### src/include/du_cpu_params.svh
`ifndef DU_CPU_PARAMS_SVH
`define DU_CPU_PARAMS_SVH

// Serial line
`define DU_CLKS_PER_BIT 8

// Memory and register bank sizes
`define DU_IM_DEPTH 32
`define DU_DM_DEPTH 8
`define DU_NUM_REGS 8

// Reply byte after a program load, ASCII K
`define DU_ACK_BYTE 8'h4B

`endif

### src/hw/du_cpu_pkg.sv
`include "du_cpu_params.svh"

package du_cpu_pkg;

    localparam int REG_AW = $clog2(`DU_NUM_REGS);
    localparam int DM_AW  = $clog2(`DU_DM_DEPTH);
    localparam int IM_AW  = $clog2(`DU_IM_DEPTH);
    localparam int DBG_AW = (REG_AW > DM_AW) ? REG_AW : DM_AW; // Shared reg/data index
    localparam int IMM_W  = 19;

    typedef enum logic [3:0] {
        OP_NOP  = 4'h0,
        OP_ADD  = 4'h1,
        OP_SUB  = 4'h2,
        OP_ADDI = 4'h3,
        OP_LW   = 4'h4,
        OP_SW   = 4'h5,
        OP_HALT = 4'hF
    } opcode_e;

    // Register form
    typedef struct packed {
        opcode_e                   opcode;
        logic [REG_AW-1:0]         rd;
        logic [REG_AW-1:0]         rs;
        logic [REG_AW-1:0]         rt;
        logic [32-4-3*REG_AW-1:0]  pad;
    } insn_r_t;

    // Immediate form, imm sits in the low bits
    typedef struct packed {
        opcode_e                        opcode;
        logic [REG_AW-1:0]              rd;
        logic [REG_AW-1:0]              rs;
        logic [32-4-2*REG_AW-IMM_W-1:0] rsvd;
        logic signed [IMM_W-1:0]        imm;
    } insn_i_t;

    typedef union packed {
        insn_r_t r;
        insn_i_t i;
    } insn_t;

    typedef enum logic [7:0] {
        CMD_LOAD = 8'h4C, // L
        CMD_RUN  = 8'h52, // R
        CMD_STEP = 8'h53  // S
    } du_cmd_e;

    typedef enum logic [3:0] {
        IDLE      = 4'd0,
        LOAD_CNT  = 4'd1,
        LOAD_BYTE = 4'd2,
        RUN       = 4'd3,
        STEP      = 4'd4,
        ACK       = 4'd5,
        DUMP_PC   = 4'd6,
        DUMP_REG  = 4'd7,
        DUMP_DM   = 4'd8
    } du_state_e;

    typedef struct packed {
        logic              im_we;
        logic [IM_AW-1:0]  im_addr;
        insn_t             im_wdata;
        logic              exec_en;
        logic [DBG_AW-1:0] rd_addr;
    } dbg_access_t;

endpackage

### src/hw/data_path.sv
`timescale 1ns/1ns
`include "du_cpu_params.svh"

module data_path import du_cpu_pkg::*; (
    input  logic        i_clock,
    input  logic        i_arst_n,
    input  dbg_access_t i_dbg,
    input  logic        i_pc_clear,
    output logic [31:0] o_pc,
    output logic [31:0] o_reg_data,
    output logic [31:0] o_dm_data,
    output logic        o_hlt
);

    insn_t            imem [`DU_IM_DEPTH];
    logic [31:0]      regs [`DU_NUM_REGS];
    logic [31:0]      dmem [`DU_DM_DEPTH];

    logic [IM_AW-1:0] pc;
    insn_t            insn;
    logic             exec;
    logic [31:0]      rs_val;
    logic [31:0]      rt_val;
    logic [31:0]      rd_val;
    logic [31:0]      simm;
    logic [31:0]      ea;
    logic [DM_AW-1:0] dm_idx;
    logic             rf_we;
    logic [31:0]      rf_wdata;
    logic             dm_we;
    logic             halt_now;

    function automatic logic [31:0] rf_read(input logic [REG_AW-1:0] idx);
        return (idx == '0) ? 32'd0 : regs[idx];
    endfunction

    assign insn   = imem[pc];
    assign exec   = i_dbg.exec_en && !o_hlt;
    assign rs_val = rf_read(insn.r.rs);
    assign rt_val = rf_read(insn.r.rt);
    assign rd_val = rf_read(insn.r.rd);
    assign simm   = {{(32-IMM_W){insn.i.imm[IMM_W-1]}}, insn.i.imm};
    assign ea     = rs_val + simm;
    assign dm_idx = ea[DM_AW-1:0]; // Wraps over the data memory

    always_comb begin
        rf_we    = 1'b0;
        rf_wdata = '0;
        dm_we    = 1'b0;
        halt_now = 1'b0;
        case (insn.r.opcode)
            OP_ADD: begin
                rf_we    = 1'b1;
                rf_wdata = rs_val + rt_val;
            end
            OP_SUB: begin
                rf_we    = 1'b1;
                rf_wdata = rs_val - rt_val;
            end
            OP_ADDI: begin
                rf_we    = 1'b1;
                rf_wdata = ea;
            end
            OP_LW: begin
                rf_we    = 1'b1;
                rf_wdata = dmem[dm_idx];
            end
            OP_SW:   dm_we = 1'b1;
            OP_HALT: halt_now = 1'b1;
            OP_NOP:  ;
            default: ; // Undefined opcodes act as NOP
        endcase
    end

    always_ff @(posedge i_clock) begin
        if (i_dbg.im_we) imem[i_dbg.im_addr] <= i_dbg.im_wdata;
    end

    always_ff @(posedge i_clock or negedge i_arst_n) begin
        if (!i_arst_n) begin
            for (int i = 0; i < `DU_NUM_REGS; i++) begin
                regs[i] <= '0;
            end
        end else if (exec && rf_we && insn.r.rd != '0) begin
            regs[insn.r.rd] <= rf_wdata;
        end
    end

    always_ff @(posedge i_clock or negedge i_arst_n) begin
        if (!i_arst_n) begin
            for (int i = 0; i < `DU_DM_DEPTH; i++) begin
                dmem[i] <= '0;
            end
        end else if (exec && dm_we) begin
            dmem[dm_idx] <= rd_val;
        end
    end

    always_ff @(posedge i_clock or negedge i_arst_n) begin
        if (!i_arst_n) begin
            pc    <= '0;
            o_hlt <= 1'b0;
        end else if (i_pc_clear) begin
            pc    <= '0;
            o_hlt <= 1'b0;
        end else if (exec) begin
            if (halt_now) o_hlt <= 1'b1; // pc stays on the HALT
            else pc <= pc + 1'b1;
        end
    end

    // Debug reads of the current state
    assign o_pc       = 32'(pc);
    assign o_reg_data = rf_read(i_dbg.rd_addr[REG_AW-1:0]);
    assign o_dm_data  = dmem[i_dbg.rd_addr[DM_AW-1:0]];

endmodule

### src/hw/debug_unit.sv
`timescale 1ns/1ns
`include "du_cpu_params.svh"

module debug_unit import du_cpu_pkg::*; (
    input  logic        i_clock,
    input  logic        i_arst_n,
    input  logic [7:0]  i_rx_data,
    input  logic        i_rx_done,
    input  logic        i_tx_done,
    input  logic [31:0] i_pc,
    input  logic [31:0] i_reg_data,
    input  logic [31:0] i_dm_data,
    input  logic        i_hlt,
    output logic [7:0]  o_tx_data,
    output logic        o_tx_start,
    output dbg_access_t o_dbg,
    output logic        o_pc_clear,
    output logic [3:0]  o_state
);

    du_state_e        state;
    logic [7:0]       word_cnt;
    logic [7:0]       word_idx;
    logic [1:0]       byte_idx;
    logic [31:0]      insn_buf;
    logic             im_we;
    logic [IM_AW-1:0] im_addr;
    logic             tx_busy;
    logic [31:0]      dump_word;
    logic             last_word;

    always_comb begin
        case (state)
            DUMP_PC:  dump_word = i_pc;
            DUMP_REG: dump_word = i_reg_data;
            default:  dump_word = i_dm_data;
        endcase
    end

    assign last_word = (state == DUMP_REG) ? (word_idx == 8'(`DU_NUM_REGS - 1))
                                           : (word_idx == 8'(`DU_DM_DEPTH - 1));

    always_ff @(posedge i_clock or negedge i_arst_n) begin
        if (!i_arst_n) begin
            state      <= IDLE;
            word_cnt   <= '0;
            word_idx   <= '0;
            byte_idx   <= '0;
            im_we      <= 1'b0;
            im_addr    <= '0;
            tx_busy    <= 1'b0;
            o_tx_start <= 1'b0;
            o_tx_data  <= '0;
        end else begin
            im_we      <= 1'b0;
            o_tx_start <= 1'b0;
            if (i_tx_done) tx_busy <= 1'b0;
            case (state)
                IDLE: begin
                    if (i_rx_done) begin
                        case (i_rx_data)
                            CMD_LOAD: state <= LOAD_CNT;
                            CMD_RUN:  state <= RUN;
                            CMD_STEP: state <= STEP;
                            default:  state <= IDLE; // Unknown byte ignored
                        endcase
                    end
                end
                LOAD_CNT: begin
                    if (i_rx_done) begin
                        word_cnt <= i_rx_data;
                        word_idx <= '0;
                        byte_idx <= '0;
                        state    <= (i_rx_data == 8'd0) ? ACK : LOAD_BYTE;
                    end
                end
                LOAD_BYTE: begin
                    if (i_rx_done) begin
                        byte_idx <= byte_idx + 2'd1;
                        if (byte_idx == 2'd3) begin
                            im_we    <= 1'b1; // Word lands in insn_buf this edge
                            im_addr  <= word_idx[IM_AW-1:0];
                            word_idx <= word_idx + 8'd1;
                            if (word_idx == word_cnt - 8'd1) state <= ACK;
                        end
                    end
                end
                RUN, STEP: begin
                    byte_idx <= '0;
                    word_idx <= '0;
                    if (i_hlt || state == STEP) state <= DUMP_PC;
                end
                ACK: begin
                    if (!tx_busy) begin
                        o_tx_start <= 1'b1;
                        o_tx_data  <= `DU_ACK_BYTE;
                        tx_busy    <= 1'b1;
                        state      <= IDLE;
                    end
                end
                default: begin
                    // Dump, one byte per transmitter slot
                    if (!tx_busy) begin
                        o_tx_start <= 1'b1;
                        o_tx_data  <= dump_word[8*byte_idx +: 8];
                        tx_busy    <= 1'b1;
                        byte_idx   <= byte_idx + 2'd1;
                        if (byte_idx == 2'd3) begin
                            word_idx <= word_idx + 8'd1;
                            if (state == DUMP_PC) begin
                                word_idx <= '0;
                                state    <= DUMP_REG;
                            end else if (last_word) begin
                                word_idx <= '0;
                                state    <= (state == DUMP_REG) ? DUMP_DM : IDLE;
                            end
                        end
                    end
                end
            endcase
        end
    end

    always_ff @(posedge i_clock) begin
        if (state == LOAD_BYTE && i_rx_done) insn_buf <= {i_rx_data, insn_buf[31:8]};
    end

    always_comb begin
        o_dbg.im_we    = im_we;
        o_dbg.im_addr  = im_addr;
        o_dbg.im_wdata = insn_t'(insn_buf);
        o_dbg.exec_en  = (state == RUN || state == STEP) && !i_hlt;
        o_dbg.rd_addr  = word_idx[DBG_AW-1:0];
    end

    assign o_pc_clear = (state == ACK);
    assign o_state    = state;

endmodule

### src/hw/du_cpu_top.sv
`timescale 1ns/1ns

module du_cpu_top import du_cpu_pkg::*; (
    input  logic       i_clock,
    input  logic       i_arst_n,
    input  logic       i_uart_rx,
    output logic       o_uart_tx,
    output logic       o_hlt,
    output logic [3:0] o_state
);

    logic [7:0]  rx_data;
    logic        rx_done;
    logic [7:0]  tx_data;
    logic        tx_start;
    logic        tx_done;
    dbg_access_t dbg;
    logic        pc_clear;
    logic [31:0] pc;
    logic [31:0] reg_data;
    logic [31:0] dm_data;

    uart_core u_uart (
        .i_clock    (i_clock),
        .i_arst_n   (i_arst_n),
        .i_rx       (i_uart_rx),
        .i_tx_data  (tx_data),
        .i_tx_start (tx_start),
        .o_rx_data  (rx_data),
        .o_rx_done  (rx_done),
        .o_tx       (o_uart_tx),
        .o_tx_done  (tx_done)
    );

    debug_unit u_debug (
        .i_clock    (i_clock),
        .i_arst_n   (i_arst_n),
        .i_rx_data  (rx_data),
        .i_rx_done  (rx_done),
        .i_tx_done  (tx_done),
        .i_pc       (pc),
        .i_reg_data (reg_data),
        .i_dm_data  (dm_data),
        .i_hlt      (o_hlt),
        .o_tx_data  (tx_data),
        .o_tx_start (tx_start),
        .o_dbg      (dbg),
        .o_pc_clear (pc_clear),
        .o_state    (o_state)
    );

    data_path u_data_path (
        .i_clock    (i_clock),
        .i_arst_n   (i_arst_n),
        .i_dbg      (dbg),
        .i_pc_clear (pc_clear),
        .o_pc       (pc),
        .o_reg_data (reg_data),
        .o_dm_data  (dm_data),
        .o_hlt      (o_hlt)
    );

endmodule

### src/hw/uart_core.sv
`timescale 1ns/1ns
`include "du_cpu_params.svh"

module uart_core (
    input  logic       i_clock,
    input  logic       i_arst_n,
    input  logic       i_rx,
    input  logic [7:0] i_tx_data,
    input  logic       i_tx_start,
    output logic [7:0] o_rx_data,
    output logic       o_rx_done,
    output logic       o_tx,
    output logic       o_tx_done
);

    localparam int CPB  = `DU_CLKS_PER_BIT;
    localparam int HALF = CPB / 2;
    localparam int CW   = $clog2(CPB);

    typedef enum logic [1:0] {
        RX_IDLE,
        RX_START,
        RX_DATA,
        RX_STOP
    } rx_state_e;

    rx_state_e   rx_state;
    logic        rx_meta;
    logic        rx_sync;
    logic [CW-1:0] rx_cnt;
    logic [2:0]  rx_bit;
    logic        rx_sample; // Mid-bit strobe while shifting data

    logic        tx_busy;
    logic [9:0]  tx_frame;
    logic [CW-1:0] tx_cnt;
    logic [3:0]  tx_bit;

    always_ff @(posedge i_clock or negedge i_arst_n) begin
        if (!i_arst_n) begin
            rx_meta <= 1'b1;
            rx_sync <= 1'b1;
        end else begin
            rx_meta <= i_rx;
            rx_sync <= rx_meta;
        end
    end

    assign rx_sample = (rx_state == RX_DATA) && (rx_cnt == CW'(CPB - 1));

    always_ff @(posedge i_clock or negedge i_arst_n) begin
        if (!i_arst_n) begin
            rx_state  <= RX_IDLE;
            rx_cnt    <= '0;
            rx_bit    <= '0;
            o_rx_done <= 1'b0;
        end else begin
            o_rx_done <= 1'b0;
            case (rx_state)
                RX_IDLE: begin
                    rx_cnt <= '0;
                    if (!rx_sync) rx_state <= RX_START;
                end
                RX_START: begin
                    if (rx_cnt == CW'(HALF - 1)) begin
                        rx_cnt   <= '0;
                        rx_bit   <= '0;
                        rx_state <= rx_sync ? RX_IDLE : RX_DATA; // Glitch check
                    end else begin
                        rx_cnt <= rx_cnt + 1'b1;
                    end
                end
                RX_DATA: begin
                    rx_cnt <= rx_cnt + 1'b1;
                    if (rx_sample) begin
                        rx_cnt <= '0;
                        rx_bit <= rx_bit + 3'd1;
                        if (rx_bit == 3'd7) rx_state <= RX_STOP;
                    end
                end
                default: begin
                    rx_cnt <= rx_cnt + 1'b1;
                    if (rx_cnt == CW'(CPB - 1)) begin
                        rx_state  <= RX_IDLE;
                        o_rx_done <= rx_sync; // Bad stop bit drops the byte
                    end
                end
            endcase
        end
    end

    always_ff @(posedge i_clock) begin
        if (rx_sample) o_rx_data <= {rx_sync, o_rx_data[7:1]}; // LSB first
    end

    // Idle frame is all ones so the line rests high
    always_ff @(posedge i_clock or negedge i_arst_n) begin
        if (!i_arst_n) begin
            tx_busy   <= 1'b0;
            tx_frame  <= '1;
            tx_cnt    <= '0;
            tx_bit    <= '0;
            o_tx_done <= 1'b0;
        end else begin
            o_tx_done <= 1'b0;
            if (!tx_busy) begin
                if (i_tx_start) begin
                    tx_busy  <= 1'b1;
                    tx_frame <= {1'b1, i_tx_data, 1'b0};
                    tx_cnt   <= '0;
                    tx_bit   <= '0;
                end
            end else if (tx_cnt == CW'(CPB - 1)) begin
                tx_cnt   <= '0;
                tx_frame <= {1'b1, tx_frame[9:1]};
                tx_bit   <= tx_bit + 4'd1;
                if (tx_bit == 4'd9) begin
                    tx_busy   <= 1'b0;
                    o_tx_done <= 1'b1;
                end
            end else begin
                tx_cnt <= tx_cnt + 1'b1;
            end
        end
    end

    assign o_tx = tx_frame[0];

endmodule

### config.mk
export PLATFORM = sky130hd
export DESIGN_NAME = du_cpu_top
export DESIGN_NICKNAME = d
export VERILOG_FILES = /design/src/hw/du_cpu_pkg.sv /design/src/hw/data_path.sv /design/src/hw/debug_unit.sv /design/src/hw/du_cpu_top.sv /design/src/hw/uart_core.sv
export VERILOG_INCLUDE_DIRS = /design/src /design/src/include
export SDC_FILE = /design/constraint.sdc
export NUM_CORES = 2
export LEC_CHECK = 0
export BUFFER_PORTS_ARGS = -buffer_cell sky130_fd_sc_hd__buf_2
export CAP_MARGIN = 20
export CORE_ASPECT_RATIO = 0.5
export CORE_MARGIN = 8
export CORE_UTILIZATION = 58
export CTS_CLUSTER_DIAMETER = 120
export CTS_CLUSTER_SIZE = 28
export DETAILED_ROUTE_END_ITERATION = 8
export PLACE_DENSITY = 0.77
export SLEW_MARGIN = 20
export SYNTH_ARGS = -nofsm -noshare
export SYNTH_HDL_FRONTEND = slang
export SYNTH_HIERARCHICAL = 1
export SYNTH_SLANG_ARGS = --single-unit
### constraint.sdc
create_clock -name i_clock -period 7.4 [get_ports i_clock]
set_clock_uncertainty 0.15 [all_clocks]
set_input_delay 1.11 -clock i_clock [delete_from_list [all_inputs] [get_ports i_clock]]
set_output_delay 1.11 -clock i_clock [all_outputs]
set_load 0.02 [all_outputs]
# Word-level counts from Yosys, hierarchy flattened
# Memories as Yosys holds them, arrays and structs flattened.
# Cells that the tools add are included.
word_totals:
  inputBits: 3
  regBits: 626
  word_cells: 263
  out_inout_bits: 6
  ram_bits: 1024
  n_memories: 1
op_classes:
  add_sub_neg: 11
  n_eq_ne: 41
  reduce_logical: 44
  muxes: 110
  bitwise_logic: 8
  n_lt_le_gt_ge: 7
  shift: 1
mem_list:
  columns: ["memory", "depth", "word_bits", "read_ports", "rd_ports_with_merged_regs", "write_ports", "line", "rtl"]
  rows:
  - ["u_data_path.imem", 32, 32, 1, 0, 1, "data_path.sv:15", "insn_t imem [`DU_IM_DEPTH];"]
ops:
  columns: ["op", "n"]
  rows:
  - ["binary-select mux 32 bit (select 3 bit)", 6]
  - ["2-to-1 mux 32 bit", 18]
  - ["bitwise mux 256 bit", 2]
  - ["demux 32 bit (select 3 bit)", 2]
  - ["one-hot mux 32 bit (4 select lines)", 1]
  - ["2-to-1 mux 8 bit", 9]
  - ["adder 32 bit", 2]
  - ["one-hot mux 32 bit (2 select lines)", 1]
  - ["2-to-1 mux 4 bit", 15]
  - ["one-hot mux 8 bit (4 select lines)", 1]
  - ["indexed part select 32 x 6 -> 8 bit", 1]
  - ["subtractor 32 bit", 1]
  - ["2-to-1 mux 10 bit", 3]
  - ["2-to-1 mux 1 bit", 25]
  - ["== test 4 x 3 -> 1 bit, second input constant", 6]
  - ["== test 8 x 7 -> 1 bit, second input constant", 3]
  - ["2-to-1 mux 3 bit", 8]
  - ["greater-or-equal comparator 4 bit, second input constant", 5]
  - ["inverter 3 -> 4 bit", 5]
  - ["one-hot mux 4 bit (5 select lines)", 1]
  - ["2-to-1 mux 2 bit", 9]
  - ["one-hot mux 3 bit (3 select lines)", 2]
  - ["== test 4 x 2 -> 1 bit, second input constant", 4]
  - ["!= test 2 bit, second input constant", 8]
  - ["46 further kinds", 84]

# Logic depth before layout (Yosys ltp)
# An unclocked memory read counts as a cell.
depth:
  depth_word: 13
  depth_mapped: 36
  ltp_nobuf: 29

# By module
# Netlist, hierarchy kept.
modules_own_cells:
  columns: ["module", "cells_each", "n_inst", "area_each_um2"]
  rows:
  - ["data_path", 5238, 1, 72391.9]
  - ["debug_unit", 387, 1, 3915.0]
  - ["uart_core", 140, 1, 1696.6]

# Least setup slack after synthesis
# Ideal clock, no wire load.
synth_path:
  kind: "register to register"
  startpoint: "register u_data_path.pc[0]"
  endpoint: "register u_data_path/regs[127] in the netlist's numbering"
  stages_incl_launch_ff: 34
  slack_ps: -13
  n_path_buf: 9
  t_arrival_ps: 7181
  path_cell_list: "dfrtp_1 -> buf_6 -> buf_6 -> mux4_2 -> nand2_1 -> and4b_1 -> buf_2 -> nor2_4 -> buf_6 -> buf_2 -> buf_1 -> clkbuf_1 -> buf_1 -> mux2i_1 -> a221o_1 -> ha_1 -> o221ai_1 -> nor4b_2 -> nand4b_1 -> nor3_2 -> a21oi_1 -> xor2_1 -> ha_1 -> clkbuf_1 -> or2_2 -> nand3_1 -> nand2_1 -> and3_1 -> a221o_1 -> or3_1 -> a2111oi_0 -> a31o_2 -> a211oi_4 -> a31oi_1"
synth_between:
  elab_chain_len: 13
  elab_cells_between_ends: 37
synth_lines:
  columns: ["item", "line", "rtl"]
  rows:
  - ["from (decl)", "data_path.sv:19", "logic [IM_AW-1:0] pc;"]
  - ["from (signal assigned)", "data_path.sv:108", "else pc <= pc + 1'b1;"]
  - ["memory (32 x 32 bit) (*)", null, null]
  - ["inverter 3 -> 4 bit (implied by the code)", "data_path.sv:34", "return (idx == '0) ? 32'd0 : regs[idx];"]
  - ["binary-select mux 32 bit (select 3 bit)", "data_path.sv:34", null]
  - ["2-to-1 mux 32 bit (implied by the code) (2 in a row)", "data_path.sv:34", null]
  - ["2-to-1 mux 32 bit", "data_path.sv:34", null]
  - ["adder 32 bit", "data_path.sv:43", "assign ea = rs_val + simm;"]
  - ["inverter 3 -> 4 bit (implied by the code)", "data_path.sv:66", "rf_wdata = dmem[dm_idx];"]
  - ["binary-select mux 32 bit (select 3 bit)", "data_path.sv:66", null]
  - ["2-to-1 mux 32 bit (implied by the code) (2 in a row)", "data_path.sv:66", null]
  - ["one-hot mux 32 bit (4 select lines)", "data_path.sv:51", "case (insn.r.opcode)"]
  - ["bitwise mux 256 bit", "data_path.sv:85", "regs[insn.r.rd] <= rf_wdata;"]
  - ["to (signal, indexed assignment)", "data_path.sv:85", null]
  - ["to (decl)", "data_path.sv:16", "logic [31:0] regs [`DU_NUM_REGS];"]
# Mark *: on every way between the ends. The rest lies on a longest branch, timed or not. The select of a mux whose other input is x is not followed.
# A chain may end at the register's enable or synchronous reset.

# Final worst setup path
layout_path:
  startpoint: "register u_data_path.pc[0]"
  endpoint: "register u_data_path/regs[31] in the netlist's numbering"
# Same word-level chain as after synthesis.

==> metrics list <==
- Die outline width: 535 microns
- Library cell with the largest summed area after synthesis: sky130_fd_sc_hd__edfxtp_1
- Number of global-route vias before repair: approximately 54000
* Required time of the critical path: 7.81 ns
- Gate count after technology mapping: approximately 5800
- Worst Path Buf+Inv: 8
- Yosys mapped the design onto 110 distinct sky130hd cell types.
- For this design, the sink count on the clock tree is 1619.
- Counting flops and latches in the post-synthesis netlist gives 1619.
- The floorplan step defined a die boundary enclosing 147000 sq um.
- Core region area: between 100000 and 150000 sq um
- Max-cap violations in this run came to 0.
- Leaving out filler cells and counting taps, the final layout contains 7698.
* Post-synth ARST share: 34.3%
* Hold bufs inserted after CTS: 0
* Number of DRC violations after detailed-routing iteration 0: 8457
- Worst Path Class, Setup: flop to flop
- From synthesis to final layout, the design area changed by 8.62%.
- Max VDD drop: approximately 0.5 mV
* Highest cell delay on the worst timing path: 0.55 ns
* Number of ports placed on the die boundary: 9
* Placed cells: 7555
* Pre-antenna DRT Iters: 6
* Number of fill cells: approximately 9500
* Synth Flop Type: sky130_fd_sc_hd__edfxtp_1
* Number of failing hold endpoints at the final stage: 0
* Final Max Tran Viols: 0
* Utilization of the core after routing: 63.3%
- Initial cell density of the core: 58.3%
- Maximum root-to-sink buffer count: 3
- The H-tree was split into 3 levels.
* Peak fanout along the critical path: 7
- The first global-routing pass estimated 365000 microns of wire.
- Capturing element type of the critical path: flop
* Total via count after detailed routing: between 50000 and 60000
- Cells taking the most area after synthesis: sky130_fd_sc_hd__edfxtp_1, sky130_fd_sc_hd__dfrtp_1, sky130_fd_sc_hd__mux4_2
* Sequential element share of the synthesized area: 58.8%
* Number of synthesis warnings: 6
* Worst relative slew slack: between 20% and 30%
- For this run, the top clock speed supported by timing is 137 MHz.
* Count of buffers inserted at the top-level ports: 8
* Average wire length per cell after detail routing: 32.9 microns
- Initial antenna violation count: 18
- Number of nets in the layout: between 5000 and 6000
* Layout cells sized above 1: 23.6%
- The detail route stage leaves a number of antenna-violating nets equal to 0.
- Chip Height: 275 microns
- Data on the critical path arrives at its endpoint at around 7.7 ns.
- TritonCTS buffer count: 68
- Synthesized area divided by synthesized cell count: 13.5 sq um
- Global routing consumed, over all layers together, 33.6% of the routing resources.
- For this run, design rule violations remaining after detail routing come to 0.
- Setup violations remaining at the end of the flow were counted as 0.
* Leakage dissipation: 31.0 nW
- Power density relative to cell area: 504 nW/um^2
- Summed over all nets, the half-perimeter wirelength after detailed placement is 158000 microns.
- The routed design could run at a clock period as short as 7.30 ns.
- For the pin with the worst max-slew slack, the measured transition is 1.19 ns.
* Clock root buffer: sky130_fd_sc_hd__clkbuf_16
- Remaining Overflow, GRT: 0
* Clock-pin transition on the worst setup and hold timing paths: 0.11 ns
* Worst min-delay path category: primary input to async pin
* Number of enable-type register cells in the synthesized netlist: 1064
* Total length of routed wires: ~250000 microns
* CTS tree: yes
* Num rows: 95
- Kind of start point of the critical path: flop
* Period utilization: 98.7%
- The mapped netlist covers 78000 sq um.
- Top Family by Delay on Critical Path: simple AND/OR/NAND/NOR gates
- Routed vias/inst: 7.13
- The flow ran to the end, and the final reports show no timing, DRC or antenna violations.
* Worst-skew pair later-pin latency: roughly 0.76 ns
- Maximum number of pins on one net before global-route repair: 187
- Routability Congestion: 1.06
- Area fraction of the dominant cell type after synthesis: 41.0%
* Library cell contributing the largest single delay on the critical path: sky130_fd_sc_hd__dfrtp_4
[metal layers]
| metal | vias to the layer above | global-route usage (%) | wire length (microns) |
|---|---|---|---|
| met5 | - | 0.0657 | 76 |
| met4 | 12 | 16.1 | 15200 |
| met3 | 961 | 9.84 | 34600 |
| met2 | 4266 | 52.1 | 112000 |
| met1 | 27300 | 44.0 | 91000 |
| li1 | 22300 | - | - |
[area by class of cell]
class / count / area (sq um) / share of cell area (%)
sequential: 1619 / 45900 / 54.1
tap: 1794 / 2240 / 2.65
inverter: 93 / 350 / 0.413
clock inverter: 10 / 191 / 0.226
multi-input combinational: 3661 / 30600 / 36.2
antenna: 11 / 27.5 / 0.0325
clock buffer: 93 / 1800 / 2.12
timing repair buffer: 417 / 3600 / 4.25
[worst register-to-register path: cells and delay by family (launching register included)]
family,cells,cell delay (ns)
and+or+nand+nor,13,2.92
DFF,1,0.55
adders and majority gates,1,0.35
AOI/OAI and AO/OA,7,1.37
xor gates and xnor gates,1,0.13
buffers and inverters,8,1.30
muxes,1,0.34
[Yosys cell counts (11+ instances only)]
cell type	number
sky130_fd_sc_hd__edfxtp_1	1064
sky130_fd_sc_hd__nand2_1	627
sky130_fd_sc_hd__dfrtp_1	544
sky130_fd_sc_hd__o21ai_0	414
sky130_fd_sc_hd__mux4_2	403
sky130_fd_sc_hd__nor2_1	326
sky130_fd_sc_hd__mux2_2	308
sky130_fd_sc_hd__clkbuf_1	245
sky130_fd_sc_hd__a21oi_1	236
sky130_fd_sc_hd__mux2i_1	147
sky130_fd_sc_hd__o22ai_1	131
sky130_fd_sc_hd__nand3_1	97
sky130_fd_sc_hd__inv_1	89
sky130_fd_sc_hd__ha_1	77
sky130_fd_sc_hd__buf_2	62
sky130_fd_sc_hd__a221oi_1	59
sky130_fd_sc_hd__o211ai_1	59
sky130_fd_sc_hd__buf_1	58
sky130_fd_sc_hd__xnor2_1	56
sky130_fd_sc_hd__nor3_1	50
sky130_fd_sc_hd__o221ai_1	40
sky130_fd_sc_hd__buf_4	39
sky130_fd_sc_hd__xor2_1	39
sky130_fd_sc_hd__a31oi_1	37
sky130_fd_sc_hd__a21o_1	36
sky130_fd_sc_hd__nor2b_1	33
sky130_fd_sc_hd__a211oi_1	26
sky130_fd_sc_hd__nand2b_1	26
sky130_fd_sc_hd__or4_1	24
sky130_fd_sc_hd__or2_2	21
sky130_fd_sc_hd__nor3b_1	20
sky130_fd_sc_hd__o21ai_1	20
sky130_fd_sc_hd__or3_1	20
sky130_fd_sc_hd__and3_1	18
sky130_fd_sc_hd__a221o_1	17
sky130_fd_sc_hd__nand4_1	16
sky130_fd_sc_hd__buf_6	14
sky130_fd_sc_hd__nand3b_1	14
sky130_fd_sc_hd__and2_1	13
sky130_fd_sc_hd__nor4_1	13
sky130_fd_sc_hd__o21bai_1	13
sky130_fd_sc_hd__a211o_1	12
sky130_fd_sc_hd__a22oi_1	12
sky130_fd_sc_hd__o21a_1	12
sky130_fd_sc_hd__dfstp_2	11
[power breakdown]
part	switching (mW)	internal [mW]
combinational	16.0	10.1
sequential	1.37	10.6
clock	2.85	1.77
total	20.2	22.5
[state kept, by name, indices dropped and copies added (netlist names), 2 cells and up]
name               count
u_debug/o_tx_data      8
u_data_path/regs     226
u_debug/byte_idx       2
u_data_path/dmem     256
u_uart/rx_state        2
u_debug/im_addr        5
u_uart/rx_bit          3
u_data_path/pc         5
u_debug/o_state        4
u_uart/o_rx_data       8
u_uart/rx_cnt          3
u_uart/tx_cnt          3
u_debug/insn_buf      32
u_uart/tx_bit          4
u_uart/tx_frame        9
u_debug/word_idx       8
u_debug/word_cnt       8
u_data_path/imem    1024
[cell usage in the layout, fill, tap and decap left out, types with 131 or more instances in the layout]
| cell | count |
|---|---|
| sky130_fd_sc_hd__mux2_2 | 308 |
| sky130_fd_sc_hd__o21ai_0 | 410 |
| sky130_fd_sc_hd__buf_4 | 363 |
| sky130_fd_sc_hd__nor2_1 | 288 |
| sky130_fd_sc_hd__o22ai_1 | 131 |
| sky130_fd_sc_hd__edfxtp_1 | 1064 |
| sky130_fd_sc_hd__mux2i_1 | 143 |
| sky130_fd_sc_hd__a21oi_1 | 230 |
| sky130_fd_sc_hd__nand2_1 | 621 |
| sky130_fd_sc_hd__dfrtp_1 | 536 |
| sky130_fd_sc_hd__mux4_2 | 403 |
[cell families after synthesis]
group | synth area share [%]
AND/OR/NAND/NOR | 7.87
AO/OA/AOI/OAI | 10.1
flip-flops | 58.8
other | 0.00481
buffers and inverters | 2.90
multiplexers | 18.0
XOR/XNOR | 1.07
adder cells (fa/ha/maj) | 1.30
[worst paths after layout]
kind	startpoint	to	slack, ns	cells after the start
max	u_data_path/pc[0]	u_data_path/regs[31]	0.1	31
min	i_arst_n	u_data_path/regs[39]	0.19	1
max reg2reg	u_data_path/pc[0]	u_data_path/regs[31]	0.1	31
min reg2reg	u_uart/rx_meta	u_uart/rx_sync	0.22	0
max in group asynchronous	i_arst_n	u_data_path/regs[121]	5.24	3
min in group i_clock	u_uart/rx_meta	u_uart/rx_sync	0.22	0
[per-stage QoR]
step | instance area, sq um | total power, mW | hold WS, ns | setup TNS (ns) | setup WS (ns)
after global placement | 82100 | 35.9 | 0.196 | 0 | 0.0360
after CTS | 84200 | 41.2 | 0.165 | 0 | 0.00434
final | 84700 | 42.7 | 0.186 | 0 | 0.0967
after global routing | 84700 | 44.1 | 0.216 | -0.410 | -0.101
after detailed placement | 82100 | 36.4 | 0.204 | -1.10 | -0.198
after floorplan | 78100 | 26.0 | 0.195 | 0 | 0.0148
[repair_timing]
item                                    in CTS  in global routing
pin swaps                                    3                 20
buffers inserted                             9                 17
resized for setup                           12                 74
gates cloned                                 0                  1
endpoints found under the setup margin       7                 75
No activity file was read; power rests on OpenSTA's default activity.
